### src/rtl/fetch_settings.svh
/*
 * Build settings of the instruction fetch unit.
 * Included by the package and by every RTL block that sizes a port or register.
 */
`ifndef FETCH_SETTINGS_SVH
`define FETCH_SETTINGS_SVH

// ------------------------------------------------
// address space
// ------------------------------------------------
// byte address width of the fetch port and the pc
`define FETCH_ADDR_W 32

// first fetch address after reset
`define FETCH_RESET_VEC 32'h0000_0000

// ------------------------------------------------
// return buffer
// ------------------------------------------------
// number of word slots, the buffer logic is written for two
`define FETCH_BUF_DEPTH 2

`endif

### src/rtl/fetch_pkg.sv
/*
 * Types shared by the fetch unit blocks.
 * FSM state, the fetched word view and the structs passed between blocks.
 */
`default_nettype none

`include "fetch_settings.svh"

package fetch_pkg;

  // ------------------------------------------------
  // fetch FSM
  // ------------------------------------------------
  typedef enum logic [2:0] {
    st_reset   = 3'd0,
    // pc word aligned, op starts in low half
    st_low     = 3'd1,
    // compressed op sitting in the saved upper half
    st_high    = 3'd2,
    // 32-bit op spanning saved upper half and next low half
    st_unalign = 3'd3,
    // first word after a jump to a halfword target
    st_exit    = 3'd4
  } fetch_state_e;

  // one fetched word, read whole or as two halves
  typedef union packed {
    logic [31:0] op;
    struct packed {
      logic [15:0] hi;
      logic [15:0] lo;
    } half;
  } insn_word_u;

  // ------------------------------------------------
  // inter-block structs
  // ------------------------------------------------
  // memory return side
  typedef struct packed {
    logic        rdy;
    logic [31:0] rdata;
  } mem_rsp_t;

  // buffer fill state, idx marks the older slot
  typedef struct packed {
    logic [`FETCH_BUF_DEPTH-1:0] valid;
    logic                        idx;
  } buf_stat_t;

  // buffer commands from the FSM
  typedef struct packed {
    logic ext_save;
    logic clear;
    logic flush;
    logic int_save;
  } buf_cmd_t;

  // instruction handed to the consumer
  typedef struct packed {
    logic                     valid;
    logic                     rv;
    logic [31:0]              op;
    logic [`FETCH_ADDR_W-1:0] pc;
  } issue_t;

endpackage

`default_nettype wire

### src/rtl/fetch_ctrl.sv
/*
 * Fetch FSM.
 * Classifies the halves of the current word, steps through low, high and
 * unaligned, and commands the return buffer. Also forms the valid and the
 * consume level for the issue block.
 */
`timescale 1ns/1ps
`default_nettype none

module fetch_ctrl (
  input  wire                        clk_i,
  input  wire                        rst_an_i,
  input  wire fetch_pkg::mem_rsp_t   rsp_i,
  input  wire fetch_pkg::buf_stat_t  stat_i,
  input  wire fetch_pkg::insn_word_u word_i,
  input  wire                        drop_i,
  input  wire                        stall_i,
  input  wire                        branch_i,
  input  wire                        jump_half_i,
  output fetch_pkg::fetch_state_e    state_o,
  output logic                       advance_o,
  output logic                       valid_o,
  output fetch_pkg::buf_cmd_t        cmd_o
);

  import fetch_pkg::*;

  fetch_state_e state_q;
  fetch_state_e state_d;
  logic         rdy_s;
  logic         buf_any_s;
  logic         lo_rv_s;
  logic         hi_rv_s;
  logic         wait_unalign_s;
  logic         valid_s;
  logic         consume_s;
  logic         step_s;
  logic         clear_s;
  logic         flush_s;
  logic         ext_save_s;
  logic         int_save_s;

  // ------------------------------------------------
  // decode helpers
  // ------------------------------------------------
  // returned data that belongs to the current stream
  assign rdy_s     = rsp_i.rdy & ~drop_i;
  assign buf_any_s = |stat_i.valid;

  // lowest two bits 11 mark a 32-bit op
  assign lo_rv_s = (word_i.half.lo[1:0] == 2'b11);
  assign hi_rv_s = (word_i.half.hi[1:0] == 2'b11);

  // halfword jump target starting a 32-bit op needs the next word too
  assign wait_unalign_s = hi_rv_s & (state_q == st_exit);

  // high state always has its op in the saved half
  // nothing is offered while a branch redirects
  assign valid_s = ((((rdy_s | buf_any_s) & ~wait_unalign_s)) | (state_q == st_high)) &
                   ~branch_i;
  assign consume_s = valid_s & ~stall_i;

  // FSM moves on a consume, and unconditionally out of reset and jump exit
  assign step_s = consume_s | (state_q == st_reset) | (state_q == st_exit);

  // ------------------------------------------------
  // next state and buffer commands
  // ------------------------------------------------
  always_comb begin
    state_d = state_q;
    clear_s = 1'b0;
    flush_s = 1'b0;
    if (branch_i) begin
      // all buffered data is stale after a jump
      state_d = jump_half_i ? st_exit : st_low;
      flush_s = 1'b1;
    end else if (step_s) begin
      case (state_q)
        st_reset: begin
          state_d = st_low;
        end
        st_low: begin
          // current word leaves the buffer, its upper half may be saved
          clear_s = 1'b1;
          if (!lo_rv_s) begin
            state_d = hi_rv_s ? st_unalign : st_high;
          end
        end
        st_high: begin
          // next word is still buffered and now aligned
          state_d = st_low;
        end
        st_unalign: begin
          clear_s = 1'b1;
          if (!hi_rv_s) begin
            state_d = st_high;
          end
        end
        st_exit: begin
          // only the first word of the new stream decides
          if (rdy_s) begin
            if (hi_rv_s) begin
              state_d = st_unalign;
            end else if (stall_i) begin
              // keep the compressed op around in the saved half
              state_d = st_high;
            end else begin
              state_d = st_low;
            end
          end
        end
        default: begin
          state_d = st_reset;
        end
      endcase
    end
  end

  // save returned word unless it is used straight from the bus
  assign ext_save_s = rdy_s & (state_q != st_exit) &
                      (~consume_s | buf_any_s | (state_q == st_high));

  // keep upper half whenever the next state reads it
  assign int_save_s = step_s & ~branch_i & (state_d != st_low) & (state_q != st_high);

  always_ff @(posedge clk_i or negedge rst_an_i) begin
    if (!rst_an_i) begin
      state_q <= st_reset;
    end else begin
      state_q <= state_d;
    end
  end

  assign state_o   = state_q;
  assign advance_o = consume_s;
  assign valid_o   = valid_s;
  assign cmd_o     = '{ext_save: ext_save_s, clear: clear_s, flush: flush_s,
                       int_save: int_save_s};

endmodule

`default_nettype wire

### src/rtl/fetch_req.sv
/*
 * Memory request side of the fetch unit.
 * Raises the read strobe, tracks the single outstanding fetch, marks data
 * from before a jump for dropping and forms the next aligned word address.
 */
`timescale 1ns/1ps
`default_nettype none

`include "fetch_settings.svh"

module fetch_req (
  input  wire                           clk_i,
  input  wire                           rst_an_i,
  input  wire fetch_pkg::fetch_state_e  state_i,
  input  wire fetch_pkg::buf_stat_t     stat_i,
  input  wire fetch_pkg::mem_rsp_t      rsp_i,
  input  wire                           branch_i,
  input  wire [`FETCH_ADDR_W-1:0]       jump_addr_i,
  input  wire [`FETCH_ADDR_W-1:0]       pc_i,
  input  wire                           i_grant_i,
  output logic                          i_rd_o,
  output logic [`FETCH_ADDR_W-1:0]      i_addr_o,
  output logic                          drop_o
);

  import fetch_pkg::*;

  localparam int AW = `FETCH_ADDR_W;

  logic          inflight_q;
  logic          drop_q;
  logic          live_s;
  logic          held_s;
  logic          skip_s;
  logic [1:0]    offs_s;
  logic [AW-3:0] next_word_s;
  logic          rd_s;

  // outstanding fetch that still counts for the stream
  assign live_s = inflight_q & ~drop_q;
  // one word beyond the pc word is already on its way or buffered
  assign held_s = live_s | (|stat_i.valid);
  // at a halfword pc the pc word sits in the saved half, except on jump exit
  assign skip_s = pc_i[1] & (state_i != st_exit);
  assign offs_s = {1'b0, skip_s} + {1'b0, held_s};

  // ------------------------------------------------
  // read strobe
  // ------------------------------------------------
  // one outstanding fetch at most, a returning one frees the slot
  // a jump ignores fill level as the buffer is flushed
  assign rd_s = (state_i != st_reset) &
                (~inflight_q | rsp_i.rdy) &
                (branch_i | ~((live_s & (|stat_i.valid)) | (&stat_i.valid)));

  // jump target word right away, otherwise relative to the pc word
  assign next_word_s = branch_i ? jump_addr_i[AW-1:2] :
                       pc_i[AW-1:2] + (AW-2)'(offs_s);

  // ------------------------------------------------
  // in-flight and drop tracking
  // ------------------------------------------------
  always_ff @(posedge clk_i or negedge rst_an_i) begin
    if (!rst_an_i) begin
      inflight_q <= 1'b0;
      drop_q     <= 1'b0;
    end else begin
      // new grant wins over a same-cycle return
      if (rd_s && i_grant_i) begin
        inflight_q <= 1'b1;
      end else if (rsp_i.rdy) begin
        inflight_q <= 1'b0;
      end
      // fetch still out when the jump came belongs to the old stream
      if (branch_i && inflight_q && !rsp_i.rdy) begin
        drop_q <= 1'b1;
      end else if (rsp_i.rdy) begin
        drop_q <= 1'b0;
      end
    end
  end

  assign i_rd_o   = rd_s;
  assign i_addr_o = {next_word_s, 2'b00};
  assign drop_o   = drop_q;

endmodule

`default_nettype wire

### src/rtl/fetch_buf.sv
/*
 * Return buffer of the fetch unit.
 * Two word slots with an age index, bypass of bus data when empty, and the
 * saved upper halfword used by the high and unaligned states.
 */
`timescale 1ns/1ps
`default_nettype none

`include "fetch_settings.svh"

module fetch_buf (
  input  wire                          clk_i,
  input  wire                          rst_an_i,
  input  wire fetch_pkg::mem_rsp_t     rsp_i,
  input  wire fetch_pkg::buf_cmd_t     cmd_i,
  input  wire fetch_pkg::fetch_state_e state_i,
  output fetch_pkg::insn_word_u        word_o,
  output logic [15:0]                  hi_half_o,
  output fetch_pkg::buf_stat_t         stat_o
);

  import fetch_pkg::*;

  localparam int DEPTH = `FETCH_BUF_DEPTH;

  logic [31:0]      slot_q [DEPTH];
  logic [DEPTH-1:0] valid_q;
  logic             idx_q;
  logic [15:0]      hi_q;
  logic [31:0]      bus_s;
  logic [31:0]      cur_s;

  // idle bus reads as zero so the decode stays quiet
  assign bus_s = rsp_i.rdy ? rsp_i.rdata : 32'h0;

  // ------------------------------------------------
  // fill and age bookkeeping
  // ------------------------------------------------
  always_ff @(posedge clk_i or negedge rst_an_i) begin
    if (!rst_an_i) begin
      valid_q <= '0;
      idx_q   <= 1'b0;
    end else if (cmd_i.flush) begin
      valid_q <= '0;
    end else if (cmd_i.ext_save || cmd_i.clear) begin
      case (valid_q)
        2'b00: begin
          valid_q <= {1'b0, cmd_i.ext_save};
        end
        2'b01: begin
          // slot 0 older
          valid_q <= {cmd_i.ext_save, ~cmd_i.clear};
          idx_q   <= 1'b0;
        end
        2'b10: begin
          // slot 1 older
          valid_q <= {~cmd_i.clear, cmd_i.ext_save};
          idx_q   <= 1'b1;
        end
        default: begin
          // full, only the older slot drains
          if (cmd_i.clear) begin
            valid_q[idx_q] <= 1'b0;
          end
        end
      endcase
    end
  end

  // payload, write into the free slot
  always_ff @(posedge clk_i) begin
    if (cmd_i.ext_save && !cmd_i.flush) begin
      if (valid_q == 2'b01) begin
        slot_q[1] <= bus_s;
      end else if (valid_q != 2'b11) begin
        slot_q[0] <= bus_s;
      end
    end
    if (cmd_i.int_save) begin
      hi_q <= cur_s[31:16];
    end
  end

  // ------------------------------------------------
  // word selection
  // ------------------------------------------------
  always_comb begin
    case (valid_q)
      2'b00:   cur_s = bus_s;
      2'b01:   cur_s = slot_q[0];
      2'b10:   cur_s = slot_q[1];
      default: cur_s = idx_q ? slot_q[1] : slot_q[0];
    endcase
  end

  // high state puts the saved half on top of the next word
  assign word_o.op = (state_i == st_high) ? {hi_q, cur_s[15:0]} : cur_s;
  assign hi_half_o = hi_q;
  assign stat_o    = '{valid: valid_q, idx: idx_q};

endmodule

`default_nettype wire

### src/rtl/fetch_issue.sv
/*
 * Issue side of the fetch unit.
 * Builds the presented op from the current word and the saved half, flags
 * 32-bit versus compressed and keeps the pc of the presented instruction.
 */
`timescale 1ns/1ps
`default_nettype none

`include "fetch_settings.svh"

module fetch_issue (
  input  wire                          clk_i,
  input  wire                          rst_an_i,
  input  wire fetch_pkg::fetch_state_e state_i,
  input  wire fetch_pkg::insn_word_u   word_i,
  input  wire [15:0]                   hi_half_i,
  input  wire                          valid_i,
  input  wire                          advance_i,
  input  wire                          branch_i,
  input  wire [`FETCH_ADDR_W-1:0]      jump_addr_i,
  output logic [`FETCH_ADDR_W-1:0]     pc_o,
  output fetch_pkg::issue_t            issue_o
);

  import fetch_pkg::*;

  localparam int AW = `FETCH_ADDR_W;

  logic [AW-1:0] pc_q;
  logic [AW-1:0] pc_step_s;
  logic          rv_s;
  logic [31:0]   rv_op_s;
  logic [15:0]   rvc_op_s;
  logic [31:0]   op_s;

  // ------------------------------------------------
  // op classification
  // ------------------------------------------------
  // unaligned state always holds a 32-bit op
  // low state reads the low half, jump exit the high half
  assign rv_s = (state_i == st_unalign) ||
                ((state_i == st_low) && (word_i.half.lo[1:0] == 2'b11)) ||
                ((state_i == st_exit) && (word_i.half.hi[1:0] == 2'b11));

  // ------------------------------------------------
  // op assembly
  // ------------------------------------------------
  // halfword pc joins the saved upper half with the new low half
  assign rv_op_s = pc_q[1] ? {word_i.half.lo, hi_half_i} : word_i.op;

  // compressed op from the half the pc points at
  assign rvc_op_s = pc_q[1] ? word_i.half.hi : word_i.half.lo;

  // compressed ops zero-extended to a full word
  assign op_s = rv_s ? rv_op_s : {16'h0000, rvc_op_s};

  // ------------------------------------------------
  // program counter
  // ------------------------------------------------
  assign pc_step_s = rv_s ? AW'(4) : AW'(2);

  always_ff @(posedge clk_i or negedge rst_an_i) begin
    if (!rst_an_i) begin
      pc_q <= `FETCH_RESET_VEC;
    end else if (branch_i) begin
      // jump target may be halfword aligned
      pc_q <= jump_addr_i;
    end else if (advance_i) begin
      pc_q <= pc_q + pc_step_s;
    end
  end

  assign pc_o    = pc_q;
  assign issue_o = '{valid: valid_i, rv: rv_s, op: op_s, pc: pc_q};

endmodule

`default_nettype wire

### src/rtl/fetch_top.sv
/*
 * Instruction fetch unit top level.
 * Connects the FSM, request, buffer and issue blocks to the memory port
 * and to the consumer.
 */
`timescale 1ns/1ps
`default_nettype none

`include "fetch_settings.svh"

module fetch_top (
  input  wire                      clk_i,
  input  wire                      rst_an_i,
  // memory port
  output logic                     i_rd_o,
  output logic [`FETCH_ADDR_W-1:0] i_addr_o,
  input  wire                      i_grant_i,
  input  wire                      i_rdy_i,
  input  wire  [31:0]              i_rdata_i,
  // consumer
  input  wire                      stall_i,
  input  wire                      branch_i,
  input  wire  [`FETCH_ADDR_W-1:0] jump_addr_i,
  output logic                     if_valid_o,
  output logic                     if_rv_o,
  output logic [31:0]              if_op_o,
  output logic [`FETCH_ADDR_W-1:0] if_pc_o
);

  import fetch_pkg::*;

  mem_rsp_t                 rsp_s;
  buf_stat_t                stat_s;
  buf_cmd_t                 cmd_s;
  fetch_state_e             state_s;
  insn_word_u               word_s;
  logic [15:0]              hi_half_s;
  logic                     advance_s;
  logic                     valid_s;
  logic                     drop_s;
  logic [`FETCH_ADDR_W-1:0] pc_s;
  issue_t                   issue_s;

  assign rsp_s = '{rdy: i_rdy_i, rdata: i_rdata_i};

  fetch_ctrl u_ctrl (
    .clk_i       (clk_i),
    .rst_an_i    (rst_an_i),
    .rsp_i       (rsp_s),
    .stat_i      (stat_s),
    .word_i      (word_s),
    .drop_i      (drop_s),
    .stall_i     (stall_i),
    .branch_i    (branch_i),
    .jump_half_i (jump_addr_i[1]),
    .state_o     (state_s),
    .advance_o   (advance_s),
    .valid_o     (valid_s),
    .cmd_o       (cmd_s)
  );

  fetch_req u_req (
    .clk_i       (clk_i),
    .rst_an_i    (rst_an_i),
    .state_i     (state_s),
    .stat_i      (stat_s),
    .rsp_i       (rsp_s),
    .branch_i    (branch_i),
    .jump_addr_i (jump_addr_i),
    .pc_i        (pc_s),
    .i_grant_i   (i_grant_i),
    .i_rd_o      (i_rd_o),
    .i_addr_o    (i_addr_o),
    .drop_o      (drop_s)
  );

  fetch_buf u_buf (
    .clk_i     (clk_i),
    .rst_an_i  (rst_an_i),
    .rsp_i     (rsp_s),
    .cmd_i     (cmd_s),
    .state_i   (state_s),
    .word_o    (word_s),
    .hi_half_o (hi_half_s),
    .stat_o    (stat_s)
  );

  fetch_issue u_issue (
    .clk_i       (clk_i),
    .rst_an_i    (rst_an_i),
    .state_i     (state_s),
    .word_i      (word_s),
    .hi_half_i   (hi_half_s),
    .valid_i     (valid_s),
    .advance_i   (advance_s),
    .branch_i    (branch_i),
    .jump_addr_i (jump_addr_i),
    .pc_o        (pc_s),
    .issue_o     (issue_s)
  );

  // consumer outputs
  assign if_valid_o = issue_s.valid;
  assign if_rv_o    = issue_s.rv;
  assign if_op_o    = issue_s.op;
  assign if_pc_o    = issue_s.pc;

endmodule

`default_nettype wire

### config.mk
export PLATFORM = sky130hd
export DESIGN_NAME = fetch_top
export DESIGN_NICKNAME = d
export VERILOG_FILES = /design/src/rtl/fetch_pkg.sv /design/src/rtl/fetch_ctrl.sv /design/src/rtl/fetch_req.sv /design/src/rtl/fetch_buf.sv /design/src/rtl/fetch_issue.sv /design/src/rtl/fetch_top.sv
export VERILOG_INCLUDE_DIRS = /design/src /design/src/rtl
export SDC_FILE = /design/constraint.sdc
export NUM_CORES = 1
export LEC_CHECK = 0
export BUFFER_PORTS_ARGS = -buffer_cell sky130_fd_sc_hd__buf_2
export CORE_AREA = 2 2 138 140
export CTS_CLUSTER_DIAMETER = 50
export DETAILED_ROUTE_END_ITERATION = 10
export DIE_AREA = 0 0 140 142
export PLACE_DENSITY = 0.66
export SLEW_MARGIN = 20
export SYNTH_ARGS = -nofsm -noshare
export SYNTH_HDL_FRONTEND = slang
export SYNTH_SLANG_ARGS = --single-unit
export TNS_END_PERCENT = 20
### constraint.sdc
create_clock -name clk_i -period 7.5 [get_ports clk_i]
set_input_delay 0.375 -clock clk_i [delete_from_list [all_inputs] [get_ports clk_i]]
set_output_delay 0.375 -clock clk_i [all_outputs]
set_load 0.01 [all_outputs]
== Yosys cells after proc, flatten, opt, wreduce, memory -nomap -nowiden ==
Memories as Yosys holds them, arrays and structs flattened.
Index checks and enable logic that the tools add are counted.

* Muxes and demuxes: 45
* Equal/unequal tests: 12
* Reductions and logical operators: 28
* Bitwise logic cells: 36
* Shift-type cells: 0
* Div/mod/pow operators: 0
* $mul: 0
* $lt $le $gt $ge: 2
* Add/subtract/negate cells: 3

{| class="wikitable"
|+ Operators by type and width
! operator !! number
|-
| two-way mux 32 bit || 8
|-
| one-hot mux 32 bit (3 select lines) || 1
|-
| adder 32 bit || 1
|-
| OR reduction 32 bit || 1
|-
| adder 30 x 2 -> 30 bit || 1
|-
| two-way mux 30 bit || 1
|-
| two-way mux 3 bit || 8
|-
| two-way mux 1 bit || 18
|-
| two-way mux 16 bit || 1
|-
| AND 1 bit || 15
|-
| one-hot mux 3 bit (4 select lines) || 1
|-
| bitwise OR 1 bit || 10
|-
| nonzero test 2 bit || 5
|-
| inverter 1 bit || 9
|-
| two-way mux 2 bit || 4
|-
| logical AND 1 bit || 7
|-
| == test 2 bit, second input constant || 3
|-
| == test 3 x 2 -> 1 bit, second input constant || 2
|-
| one-hot mux 2 bit (3 select lines) || 1
|-
| OR reduction 2 bit || 3
|-
| nonzero test 5 bit || 1
|-
| AND reduction 2 bit || 2
|-
| == test 3 x 1 -> 1 bit, second input constant || 1
|-
| == test 3 bit, second input constant || 1
|-
| 18 further kinds || 21
|}

* Word-level logic and storage cells: 134
* Input bits: 70
* Register bits after elaboration: 56
* Output and inout bits: 99
* Memory bits (writable): 64
* Memory bits (read-only): 0
* Latch bits: 0
* Memories: 1

{| class="wikitable"
|+ Memories
! memory !! depth !! width !! rd ports !! clocked after memory_dff !! wr ports !! line !! text
|-
| u_buf.slot_q || 2 || 32 || 2 || 0 || 1 || fetch_buf.sv:26 || <nowiki>logic [31:0] slot_q [DEPTH];</nowiki>
|}

== Depth between registers and ports, before layout ==
Gate-level depths: netlist of the first run.
An unclocked memory read counts as a cell.

* Word-level depth: 20
* Depth in mapped cells: 19
* Mapped depth without buffers: 16

== Cells and area by module ==
A second synthesis of the first run with hierarchy kept.

* Cells, all modules: 933
* Area, all modules: 8797.2 µm²

{| class="wikitable"
|+ Modules (own cells, without submodules)
! module !! cells each !! times used !! area an instance (µm²) !! seq. area each (µm²)
|-
| fetch_buf || 334 || 1 || 4569.4 || 2477.4
|-
| fetch_issue || 365 || 1 || 2751.4 || 800.8
|-
| fetch_req || 177 || 1 || 1076.0 || 50.0
|-
| fetch_ctrl || 57 || 1 || 400.4 || 75.1
|}

== Least setup slack after synthesis of the first run ==
OpenSTA, ideal clock, no wires.

* Path type: reg-to-reg
* From: reg u_buf.valid_q[0]
* To: mem u_buf.slot_q[0][0], enable pin
* Setup time: 513 ps
* Slack: 2067 ps
* Cell stages (with the launch flop): 8
* Period minus slack after synthesis: 5433 ps
* Buffers on the path: 5
* Data arrival time: 4920 ps
* Data required time: 6987 ps
* Path through: dfrtp_1 -> ha_1 -> clkbuf_1 -> buf_2 -> buf_2 -> buf_2 -> buf_1 -> nor4b_1

* Word-level cells in the longest chain between the ends: 19
* Elaborated cells on any way between the ends: 30
* Classes of those cells: eq/ne: 4; mux: 11; bitwise: 11; reduce/logical: 4

{| class="wikitable"
|+ Ends and longest elaborated chain
! element !! line !! text
|-
| start: declaration || fetch_buf.sv:27 || <nowiki>logic [DEPTH-1:0] valid_q;</nowiki>
|-
| start signal: assignment || fetch_buf.sv:48 || <nowiki>valid_q <= {1'b0, cmd_i.ext_save};</nowiki>
|-
| start signal: assignment || fetch_buf.sv:52 || <nowiki>valid_q <= {cmd_i.ext_save, ~cmd_i.clear};</nowiki>
|-
| start signal: assignment || fetch_buf.sv:57 || <nowiki>valid_q <= {~cmd_i.clear, cmd_i.ext_save};</nowiki>
|-
| == test 2 bit (tied with other cells) || fetch_buf.sv:88 || <nowiki>case (valid_q)</nowiki>
|-
| one-hot mux 32 bit (3 select lines) || fetch_buf.sv:88 ||
|-
| two-way mux 32 bit || fetch_buf.sv:97 || <nowiki>assign word_o.op = (state_i == st_high) ? {hi_q, cur_s[15:0]} : cur_s;</nowiki>
|-
| == test 2 bit || fetch_ctrl.sv:52 || <nowiki>assign hi_rv_s = (word_i.half.hi[1:0] == 2'b11);</nowiki>
|-
| AND 1 bit || fetch_ctrl.sv:55 || <nowiki>assign wait_unalign_s = hi_rv_s & (state_q == st_exit);</nowiki>
|-
| inverter 1 bit || fetch_ctrl.sv:59 || <nowiki>assign valid_s = ((((rdy_s | buf_any_s) & ~wait_unalign_s)) | (state_q == st_high)) &</nowiki>
|-
| AND 1 bit || fetch_ctrl.sv:59 ||
|-
| bitwise OR 1 bit || fetch_ctrl.sv:59 ||
|-
| [2 not listed] || -- ||
|-
| inverter 1 bit || fetch_ctrl.sv:121 || <nowiki>(~consume_s | buf_any_s | (state_q == st_high));</nowiki>
|-
| bitwise OR 1 bit (2 in a row) || fetch_ctrl.sv:121 ||
|-
| AND 1 bit || fetch_ctrl.sv:120 || <nowiki>assign ext_save_s = rdy_s & (state_q != st_exit) &</nowiki>
|-
| logical AND 1 bit || fetch_buf.sv:72 || <nowiki>if (cmd_i.ext_save && !cmd_i.flush) begin</nowiki>
|-
| two-way mux 1 bit || fetch_buf.sv:72 ||
|-
| two-way mux 1 bit (not written as such) || fetch_buf.sv:76 || <nowiki>slot_q[0] <= bus_s;</nowiki>
|-
| OR reduction 32 bit (no line) || -- ||
|-
| two-way mux 1 bit (no line) || -- ||
|-
| end: declaration || fetch_buf.sv:26 ||
|}

Parallel ways exist; a longest one is shown, timed or not.

== Final worst setup path of the first run ==
* From: reg u_buf.idx_q
* To: reg u_issue.pc_q[31] (netlist: u_issue.pc_o[31])

* Word-level cells in the longest chain between the ends: 11
* Elaborated cells on any way between the ends: 20
* Classes of those cells: add/sub: 1; eq/ne: 2; mux: 6; bitwise: 6; reduce/logical: 5

{| class="wikitable"
|+ Ends and longest elaborated chain
! element !! line !! text
|-
| start: declaration || fetch_buf.sv:28 || <nowiki>logic idx_q;</nowiki>
|-
| start signal: assignment || fetch_buf.sv:42 || <nowiki>idx_q <= 1'b0;</nowiki>
|-
| start signal: assignment || fetch_buf.sv:53 || <nowiki>idx_q <= 1'b0;</nowiki>
|-
| start signal: assignment || fetch_buf.sv:58 || <nowiki>idx_q <= 1'b1;</nowiki>
|-
| two-way mux 32 bit * || fetch_buf.sv:92 || <nowiki>default: cur_s = idx_q ? slot_q[1] : slot_q[0];</nowiki>
|-
| one-hot mux 32 bit (3 select lines) * || fetch_buf.sv:88 ||
|-
| via u_buf.cur_s[17] || fetch_buf.sv:31 || <nowiki>logic [31:0] cur_s;</nowiki>
|-
| two-way mux 32 bit * || fetch_buf.sv:97 ||
|-
| == test 2 bit * || fetch_ctrl.sv:52, fetch_issue.sv:43 ||
|-
| branches (longest 7 deep; another with adder 32 bit) || -- ||
|-
| end signal: assignment || fetch_issue.sv:64 || <nowiki>pc_q <= `FETCH_RESET_VEC;</nowiki>
|-
| end signal: assignment || fetch_issue.sv:67 || <nowiki>pc_q <= jump_addr_i;</nowiki>
|-
| end signal: assignment || fetch_issue.sv:69 || <nowiki>pc_q <= pc_q + pc_step_s;</nowiki>
|-
| end: declaration || fetch_issue.sv:29 || <nowiki>logic [AW-1:0] pc_q;</nowiki>
|}

Mark *: on every way through the listed nets, which the timed path passes. The select of a mux whose other input is x is not followed.
A chain may end at the register's enable or synchronous reset.

==> results of run 1 <==
==> placed cells by master (no fill, tap or decap), types with 22 or more instances in the layout <==
cell and n:
buf_2 166, nand2_1 96, edfxtp_1 80, mux2i_1 67, o21ai_0 50, nor2_1 45
dfrtp_1 38, and2_1 37, mux2_2 30, a21oi_1 28, xnor2_1 23, a211oi_1 22
==> stage by stage <==
step	hold slack (ps)	std cells	setup WS [ps]	cell area, um2	total power [mW]
after floorplan	79.4	807	2070	7930	1.20
after CTS	128	1186	2640	9450	2.20
after global placement	489	1154	2720	8860	1.38
after detailed placement	497	1154	2650	8860	1.38
final	107	1186	2650	9450	2.20
after global routing	162	1186	2230	9450	2.30
==> worst max-delay path by stage <==
stage	to	slack [ps]	cells after the start
after global routing	u_issue.pc_o[31]	2230	15
after detailed placement	u_issue.pc_o[31]	2650	15
after floorplan	u_buf.slot_q[0][0]	2070	7
after CTS	u_issue.pc_o[31]	2640	15
after global placement	u_issue.pc_o[31]	2720	15
final	u_issue.pc_o[31]	2650	15
==> power by group through the flow <==
stage | combinational (mW) | clock (mW) | sequential [mW]
after floorplan | 0.376 | 0 | 0.821
after global placement | 0.536 | 0 | 0.842
after detailed placement | 0.542 | 0 | 0.842
after CTS | 0.545 | 0.828 | 0.830
after global routing | 0.597 | 0.860 | 0.840
final | 0.545 | 0.819 | 0.832
==> layer usage <==
metal	part of all wire, %	global-route usage [%]	vias to the layer above
li1	-	-	3292
met3	4.8	3.60	35
met1	48	30.9	3347
met4	1.9	7.39	0
met2	46	33.3	213
met5	0	0	-
==> worst reg2reg max path, cell delays in order, from the launching register on <==
cell and delay [ps]:
dfrtp_2 1040, mux2i_1 300, a22oi_2 150, and3_1 220
o21bai_2 180, buf_4 230, inv_2 340, ha_1 240
inv_1 60, fa_1 400, nand3b_1 280, nor3_2 460
and2_1 310, nand3_1 120, xnor2_1 140, mux2_2 260
==> logic make-up after synthesis <==
logic type | share of synthesized area (%)
AO/OA/AOI/OAI | 18.3
XOR/XNOR | 3.98
adder cells (fa/ha/maj) | 1.61
buffers and inverters | 4.53
flip-flops | 42.9
multiplexers | 13.1
other | 0.0473
AND/OR/NAND/NOR | 15.5
==> state kept, by name (all words and copies together), names as in the netlist <==
name,flops
u_buf.slot_q,64
u_issue.pc_o,32
u_buf.hi_half_o,16
u_ctrl.state_o,3
u_buf.valid_q,2
u_buf.idx_q,1
u_req.drop_o,1
u_req.inflight_q,1
==> area by class of cell <==
class                      count  area (um2)  area share (%)
inverter                      14        52.6           0.556
sequential                   120        3410            36.1
tap                          234         293            3.10
multi-input combinational    608        4190            44.3
clock inverter                13         154            1.63
clock buffer                  19         433            4.58
timing repair buffer         178         921            9.75
==> impl_metrics.yaml, run 1 <==
run_status:
  run_status: "finished with violations"
  violations: "design-rule violations"
power:
  p_sw_share_pct: 31.2
  powerDensity_mw_per_mm2: 232
  switching_power_uw: 686
  p_clk_share_pct: 37.3
  p_comb_share_pct: 24.8
  pwr-share-seq_pct: 37.9
  p_leak_nw: 3.69
  internal_power_mw: 1.51
  ir_drop_mv: 0.181
timing:
  period_share_pct: 64.6
  finalHoldViolCount: 0
  setup-tns-final_ps: 0
  timing.fmax_ghz: 0.206
  rsz0062_at_grt: "no"
  skew_ps: 9.95
  tightestPinTransition_ps: 1100
  min_period_ps: 4850
  slew_headroom_pct: 26.7
  setup_viol: 0
  finalMaxSlewViolations: 0
die:
  io_pins: 169
  die_h_um: 142
  start_util_pct: 43.0
  die_area_mm2: 0.0199
  die_width_um: 140
  fp.coreArea_mm2: 0.0185
  num_rows: 50
placement:
  finalWeightedCongestion: 0.888
  dp.final_hpwl_um: 15000
  io_buffers: 166
global_routing:
  grt_max_degree: 61
  grt_pass1_wl_um: 33700
  overflow: 0
  gr-usage-all-layers_pct: 21.5
  antenna_found_initial: 0
  grt_pass1_vias: 6362
yosys:
  synth_common_cells: "96 x nand2_1, 80 x edfxtp_1, 67 x mux2i_1"
  syn_area_per_cell_um2: 9.84
  ys_seq_area_share_pct: 42.9
  ys.flop_type: "edfxtp_1"
  ys_ff_latch: 120
  synth.cell_area_mm2: 0.00793
  synth_area_leaders: "edfxtp_1 30%, dfrtp_1 13%, mux2i_1 8.5%, nand2_1 4.5%, mux2_2 4.3%"
  ys_warn_count: 0
  synth_top_area_share_pct: 30.3
  synthArstFlopShare_pct: 33.3
  yosysUniqueCellTypes: 69
  synth_edf_count: 80
  synth_top_cell_by_area: "edfxtp_1"
  synth.most_common_cell: "nand2_1"
  syn_inst: 806
detailed_routing:
  num_vias: 6887
  drtIter0Drc: 580
  vias_per_cell: 5.81
  drc: 7
  firstDrtPassIters: 8
  wl_per_cell_um: 18.3
  wl_um: 21700
  antenna_left: 0
setup_path:
  path_class: "reg -> reg"
  worstSetupStartpointType: "flip-flop"
  worst_path_largest_cell_delay_ps: 1040
  cp.required_ps: 7800
  crit_chain: "mux2i_1 -> a22oi_2 -> and3_1 -> o21bai_2 -> buf_4 -> inv_2 -> ha_1 -> inv_1 -> fa_1 -> nand3b_1 -> nor3_2 -> and2_1 -> nand3_1 -> xnor2_1 -> mux2_2"
  path_max_fanout: 35
  cp-end-kind: "flip-flop"
  cp_top_family: "simple AND/OR/NAND/NOR gates"
  r2r_start: "u_buf.idx_q"
  ff2ff_setup_slack_ps: 2650
  crit_start: "u_buf.idx_q"
  arrival_ps: 5150
  reg2regPathDepth: 15
  crit_buf_inv: 3
  r2r-end: "u_issue.pc_o[31]"
  crit_slowest_cell: "dfrtp_2"
layout:
  num_antenna_cells: 0
  fill_cells: 1675
  finalNetCount: 1018
  syn2layout_area_growth_pct: 19.1
  fin_util_pct: 51.2
  drive_gt1_share_pct: 26.8
clocking:
  clkLatencyLatePin_ps: 420
  root_buffer: "clkbuf_16"
  clk_pin_slew_ps: 50
  cts_num_sinks: 120
  cts_made_buffers: 17
  holdBufCountCts: 0
  cts_tree: "done"
  cts_buffer_depth: 2
  cts_setup_buffers: 0
  postCtsResizedCells: 0
  h-tree-depth: 4
worst_hold_path:
  hold_class: "in -> async"
flow_run:
  cap_violations: 0
Note: power is estimated with default switching activity, not from simulation.
==> run 2: changes to the inputs <==
==> constraint.sdc (replaced) <==
create_clock -name clk_i -period 4.7 [get_ports clk_i]
set_input_delay 0.235 -clock clk_i [delete_from_list [all_inputs] [get_ports clk_i]]
set_output_delay 0.235 -clock clk_i [all_outputs]
set_load 0.01 [all_outputs]
==> run 2 against run 1 <==
Effect of this change: the run still ends with design-rule violations left; critical endpoint unchanged; cell count increased by 0.67%; utilization increased by 0.64 points; sequential cell count unchanged.
==> impl_metrics.yaml, run 2 (same netlist as run 1, synthesis figures left out) <==
run_status:
  run_status: "finished with violations"
  violations: "design-rule violations"
die:
  io_pins: 169
  die_area_mm2: 0.0199
  fp.coreArea_mm2: 0.0185
  die_h_um: 142
  num_rows: 50
  start_util_pct: 43.0
  die_width_um: 140
detailed_routing:
  wl_um: 22200
  vias_per_cell: 5.88
  drc: 6
  num_vias: 7025
  antenna_left: 0
  drtIter0Drc: 620
  wl_per_cell_um: 18.6
  firstDrtPassIters: 10
timing:
  tightestPinTransition_ps: 991
  setup_viol: 0
  layout_setup_ws_ps: 463
  period_share_pct: 90.2
  min_period_ps: 4240
  finalHoldViolCount: 0
  timing.fmax_ghz: 0.236
  finalMaxSlewViolations: 0
  setup-tns-final_ps: 0
  rsz0062_at_grt: "no"
  skew_ps: 10.5
  holdWs_ps: 44.7
  slew_headroom_pct: 33.9
power:
  switching_power_mw: 1.10
  p_total_mw: 3.63
  p_sw_share_pct: 30.2
  pwr-share-seq_pct: 36.4
  p_clk_share_pct: 39.0
  ir_drop_mv: 0.253
  p_comb_share_pct: 24.5
  internal_power_mw: 2.53
  powerDensity_mw_per_mm2: 379
  p_leak_nw: 3.74
clocking:
  cts_setup_buffers: 0
  clkLatencyLatePin_ps: 420
  cts_tree: "done"
  holdBufCountCts: 2
  cts_made_buffers: 17
  cts_buffer_depth: 2
  cts_num_sinks: 120
  clk_pin_slew_ps: 60
  root_buffer: "clkbuf_16"
  h-tree-depth: 4
  postCtsResizedCells: 0
setup_path:
  path_max_fanout: 11
  crit_end: "u_issue.pc_o[31]"
  arrival_ps: 4530
  crit_start: "u_buf.valid_q[0]"
  path_class: "reg -> reg"
  worstSetupStartpointType: "flip-flop"
  crit_chain: "inv_1 -> ha_1 -> a221oi_1 -> a22oi_2 -> buf_4 -> and3_1 -> o21bai_2 -> inv_2 -> ha_1 -> inv_1 -> fa_1 -> nand3b_1 -> nor3_2 -> and2_1 -> nand3_1 -> xnor2_1 -> mux2_2"
  cp-end-kind: "flip-flop"
  ff2ff_setup_slack_ps: 460
  r2r-end: "u_issue.pc_o[31]"
  worst_path_largest_cell_delay_ps: 470
  r2r_start: "u_buf.valid_q[0]"
  crit_slowest_cell: "nor3_2"
  reg2regPathDepth: 17
  cp.required_ps: 4990
layout:
  final_common_cell: "buf_2"
  syn2layout_area_growth_pct: 20.6
  fin_util_pct: 51.8
  layout_common_cells: "166 x buf_2, 96 x nand2_1, 80 x edfxtp_1, 67 x mux2i_1, 50 x o21ai_0"
  largest_register: "u_buf.slot_q"
  finalNetCount: 1025
  drive_gt1_share_pct: 27.1
  largest_reg_flops: 64
worst_hold_path:
  hold_class: "in -> reg"
flow_run:
  cap_violations: 0
global_routing:
  grt_pass1_vias: 6512
  grt_pass1_wl_um: 34900
  gr-usage-all-layers_pct: 22.4
  grt_max_degree: 55
  overflow: 0
  antenna_found_initial: 2
placement:
  io_buffers: 166
  dp.final_hpwl_um: 15400
  finalWeightedCongestion: 0.867
  dp_slack_ps: 546
run 2: power groups by stage:
stage / combinational (mW) / clock (mW) / sequential [mW]
after global routing: 0.975 / 1.47 / 1.33
final: 0.889 / 1.42 / 1.32
after CTS: 0.890 / 1.43 / 1.32
after global placement: 0.873 / 0 / 1.34
after floorplan: 0.601 / 0 / 1.31
after detailed placement: 0.882 / 0 / 1.34
run 2: worst max-delay path: cells and delay by family, from the launching register on:
family	cells	cell delay [ps]
AND/OR/NAND/NOR	5	1340
adder cells (fa/ha/maj)	3	900
AO/OA/AOI/OAI	3	660
flip-flops	1	410
buffers and inverters	4	400
multiplexers	1	260
XOR/XNOR	1	140
run 2: metrics by stage:
step	instances	instance area (um2)
global placement	1159	8900
global route	1194	9560
floorplan	807	7940
detailed placement	1159	8900
finish	1194	9560
CTS	1193	9560
run 2: layer usage:
metal / GRT usage [%] / up-vias / part of all wire (%)
li1: - / 3298 / -
met1: 31.5 / 3424 / 46
met2: 35.5 / 273 / 47
met3: 3.97 / 28 / 6.3
met4: 6.54 / 2 / 1.4
met5: 0 / - / 0.054
run 2: worst min path at each step:
stage / slack (ps) / startpoint / endpoint / depth (start not counted)
floorplan: -60 / rst_an_i / u_buf.idx_q / 0
global placement: 420 / rst_an_i / u_issue.pc_o[0] / 1
detailed placement: 430 / rst_an_i / u_issue.pc_o[0] / 1
CTS: 40 / jump_addr_i[0] / u_issue.pc_o[0] / 2
global route: 50 / jump_addr_i[14] / u_issue.pc_o[14] / 2
finish: 40 / jump_addr_i[15] / u_issue.pc_o[15] / 3
run 2: area by class of cell:
| type | instances | area [um2] |
|---|---|---|
| sequential | 120 | 3410 |
| clock inverter | 12 | 199 |
| fill | 1671 | 8890 |
| multi-input combinational | 608 | 4200 |
| inverter | 14 | 52.6 |
| antenna | 1 | 2.50 |
| timing repair buffer | 185 | 978 |
| tap | 234 | 293 |
| clock buffer | 20 | 437 |
==> run 3: changes to the inputs <==
--- a/config.mk
+++ b/config.mk
@@ -7,11 +7,10 @@
 export NUM_CORES = 1
 export LEC_CHECK = 0
 export BUFFER_PORTS_ARGS = -buffer_cell sky130_fd_sc_hd__buf_2
-export CORE_AREA = 2 2 138 140
+export CORE_AREA = 2 2 166 168
 export CTS_CLUSTER_DIAMETER = 50
 export DETAILED_ROUTE_END_ITERATION = 10
-export DIE_AREA = 0 0 140 142
-export PLACE_DENSITY = 0.66
+export DIE_AREA = 0 0 168 170
 export SLEW_MARGIN = 20
 export SYNTH_ARGS = -nofsm -noshare
 export SYNTH_HDL_FRONTEND = slang
==> run 3 against run 2 <==
Effect of this change: the run now ends clean; register-to-register slack improved by 70 ps; clock power decreased by 11%; cell count increased by 9.0%; sequential power about the same; worst setup slack improved by 70 ps; wire length increased by 11%; critical endpoint unchanged.
==> impl_metrics.yaml, run 3 (same netlist as run 1, synthesis figures left out) <==
run_status:
  run_status: "finished clean"
layout:
  largest_register: "u_buf.slot_q"
  largest_reg_flops: 64
  register_area_mm2: 0.00341
  syn2layout_area_growth_pct: 21.7
  drive_gt1_share_pct: 27.6
  finalNetCount: 1026
  layout_common_cells: "166 x buf_2, 96 x nand2_1, 80 x edfxtp_1, 67 x mux2i_1, 50 x o21ai_0"
  multi_input_area_mm2: 0.00420
  fill_cells: 2699
  num_antenna_cells: 0
  design_area_mm2: 0.00965
  final_common_cell: "buf_2"
setup_path:
  crit_chain: "inv_1 -> ha_1 -> a221oi_1 -> a22oi_2 -> and3_1 -> o21bai_2 -> inv_2 -> ha_1 -> inv_1 -> fa_1 -> nand3b_1 -> nor3_2 -> and2_1 -> nand3_1 -> xnor2_1 -> mux2_2"
  crit_slowest_cell: "nor3_2"
  reg2regPathDepth: 16
  cp-end-kind: "flip-flop"
  cp_top_family: "simple AND/OR/NAND/NOR gates"
  r2r_start: "u_buf.valid_q[1]"
  worst_path_largest_cell_delay_ps: 450
  path_max_fanout: 14
  crit_buf_inv: 3
  cp.required_ps: 5000
  arrival_ps: 4470
  r2r-end: "u_issue.pc_o[31]"
  worstSetupStartpointType: "flip-flop"
  path_class: "reg -> reg"
  ff2ff_setup_slack_ps: 530
placement:
  io_buffers: 166
  finalWeightedCongestion: 0.887
  dp.final_hpwl_um: 17400
  place_area_mm2: 0.00906
timing:
  timing.fmax_ghz: 0.240
  skew_ps: 14.6
  period_share_pct: 88.7
  tightestPinTransition_ps: 1000
  setup_viol: 0
  finalMaxSlewViolations: 0
  slew_headroom_pct: 33.3
  finalHoldViolCount: 0
  rsz0062_at_grt: "no"
  min_period_ps: 4170
  setup-tns-final_ps: 0
global_routing:
  grt_max_degree: 60
  gr-usage-all-layers_pct: 16.9
  antenna_found_initial: 0
  grt_pass1_wl_um: 37800
  overflow: 0
  grt_pass1_vias: 6585
power:
  p_leak_nw: 3.73
  p_comb_share_pct: 25.7
  switching_power_mw: 1.20
  pwr-share-seq_pct: 38.1
  p_sw_share_pct: 34.4
  ir_drop_mv: 0.207
  internal_power_mw: 2.29
  p_clk_share_pct: 36.2
  powerDensity_mw_per_mm2: 362
die:
  fp.coreArea_mm2: 0.0267
  io_pins: 169
  num_rows: 60
  die_area_mm2: 0.0286
  start_util_pct: 29.8
  die_h_um: 170
  die_width_um: 168
clocking:
  cts_buffer_depth: 2
  cts_made_buffers: 17
  h-tree-depth: 4
  cts_num_sinks: 120
  postCtsResizedCells: 0
  root_buffer: "clkbuf_16"
  cts_tree: "done"
  clkLatencyLatePin_ps: 420
  clk_pin_slew_ps: 60
detailed_routing:
  wl_per_cell_um: 18.9
  antenna_left: 0
  vias_per_cell: 5.37
  num_vias: 6990
  drc: 0
  firstDrtPassIters: 5
  drtIter0Drc: 526
  wl_um: 24600
worst_hold_path:
  holdPathEnd: "u_issue.pc_o[2]"
  hold_class: "in -> reg"
  min_path_cells: 3
  hold_path.startpoint: "jump_addr_i[2]"
flow_run:
  cap_violations: 0
-- run 3: cell count changes in the layout (fill, tap and decap cells not counted), sizes merged --
cell / before / now
clkinvlp: 3 / 2
diode: 1 / 0
buf: 183 / 184
bufinv: 5 / 0
clkbuf: 20 / 17
inv: 15 / 24
-- run 3: metrics by stage --
| stage | std cells | hold WS, ps | power (mW) | utilization [%] | worst slack [ps] |
|---|---|---|---|---|---|
| 6_report | 1301 | 48.3 | 3.49 | 36.2 | 533 |
| 5_1_grt | 1301 | 49.6 | 3.67 | 36.2 | 185 |
| 4_1_cts | 1301 | 40.3 | 3.52 | 36.2 | 567 |
| 3_5_place_dp | 1267 | 432 | 2.25 | 34.0 | 573 |
| 3_3_place_gp | 1267 | 427 | 2.24 | 34.0 | 686 |
| 2_1_floorplan | 807 | -60.6 | 1.91 | - | 739 |
-- run 3: cell type report --
cell class	instances	share of cell area (%)
Multi-Input combinational cell	608	43.5
Sequential cell	120	35.3
Timing Repair Buffer	186	10.3
Tap cell	341	4.42
Clock buffer	17	4.41
Clock inverter	15	1.54
Inverter	14	0.544
-- run 3: worst reg2reg max path: cells and delay by family, from the launching register on --
family | cells | cell delay [ps]
buffers and inverters | 3 | 230
and+or+nand+nor | 5 | 1340
DFF | 1 | 400
muxes | 1 | 260
xor gates and xnor gates | 1 | 130
AOI/OAI and AO/OA | 3 | 750
adders and majority gates | 3 | 950
-- run 3: power groups by stage --
stage / registers [mW] / clock network [mW] / logic, mW
after global routing: 1.34 / 1.34 / 0.988
after floorplan: 1.31 / 0 / 0.601
final: 1.33 / 1.27 / 0.898
after detailed placement: 1.35 / 0 / 0.897
after CTS: 1.33 / 1.29 / 0.902
after global placement: 1.35 / 0 / 0.889
-- run 3: repair_timing --
action | CTS | global route
buffers inserted | 0 | 0
hold buffers | 2 | 0
hold endpoints to repair | 30 | 0
-- run 3: metal layers --
metal	vias up	GRT usage, %	routed length [um]
li1	3297	-	-
met1	3445	23.4	11400
met2	208	25.9	11400
met3	40	3.21	1180
met4	0	6.62	637
met5	-	0	0
-- run 3: worst max-delay path by stage --
stage / start / end / slack, ps / cells past startpoint
2_1_floorplan: u_buf.valid_q[0] / u_issue.pc_o[31] / 740 / 19
3_3_place_gp: u_buf.valid_q[0] / u_issue.pc_o[31] / 690 / 15
3_5_place_dp: u_buf.valid_q[1] / u_issue.pc_o[31] / 570 / 16
4_1_cts: u_buf.valid_q[1] / u_issue.pc_o[31] / 570 / 16
5_1_grt: u_buf.valid_q[1] / u_issue.pc_o[31] / 190 / 16
6_report: u_buf.valid_q[1] / u_issue.pc_o[31] / 530 / 16
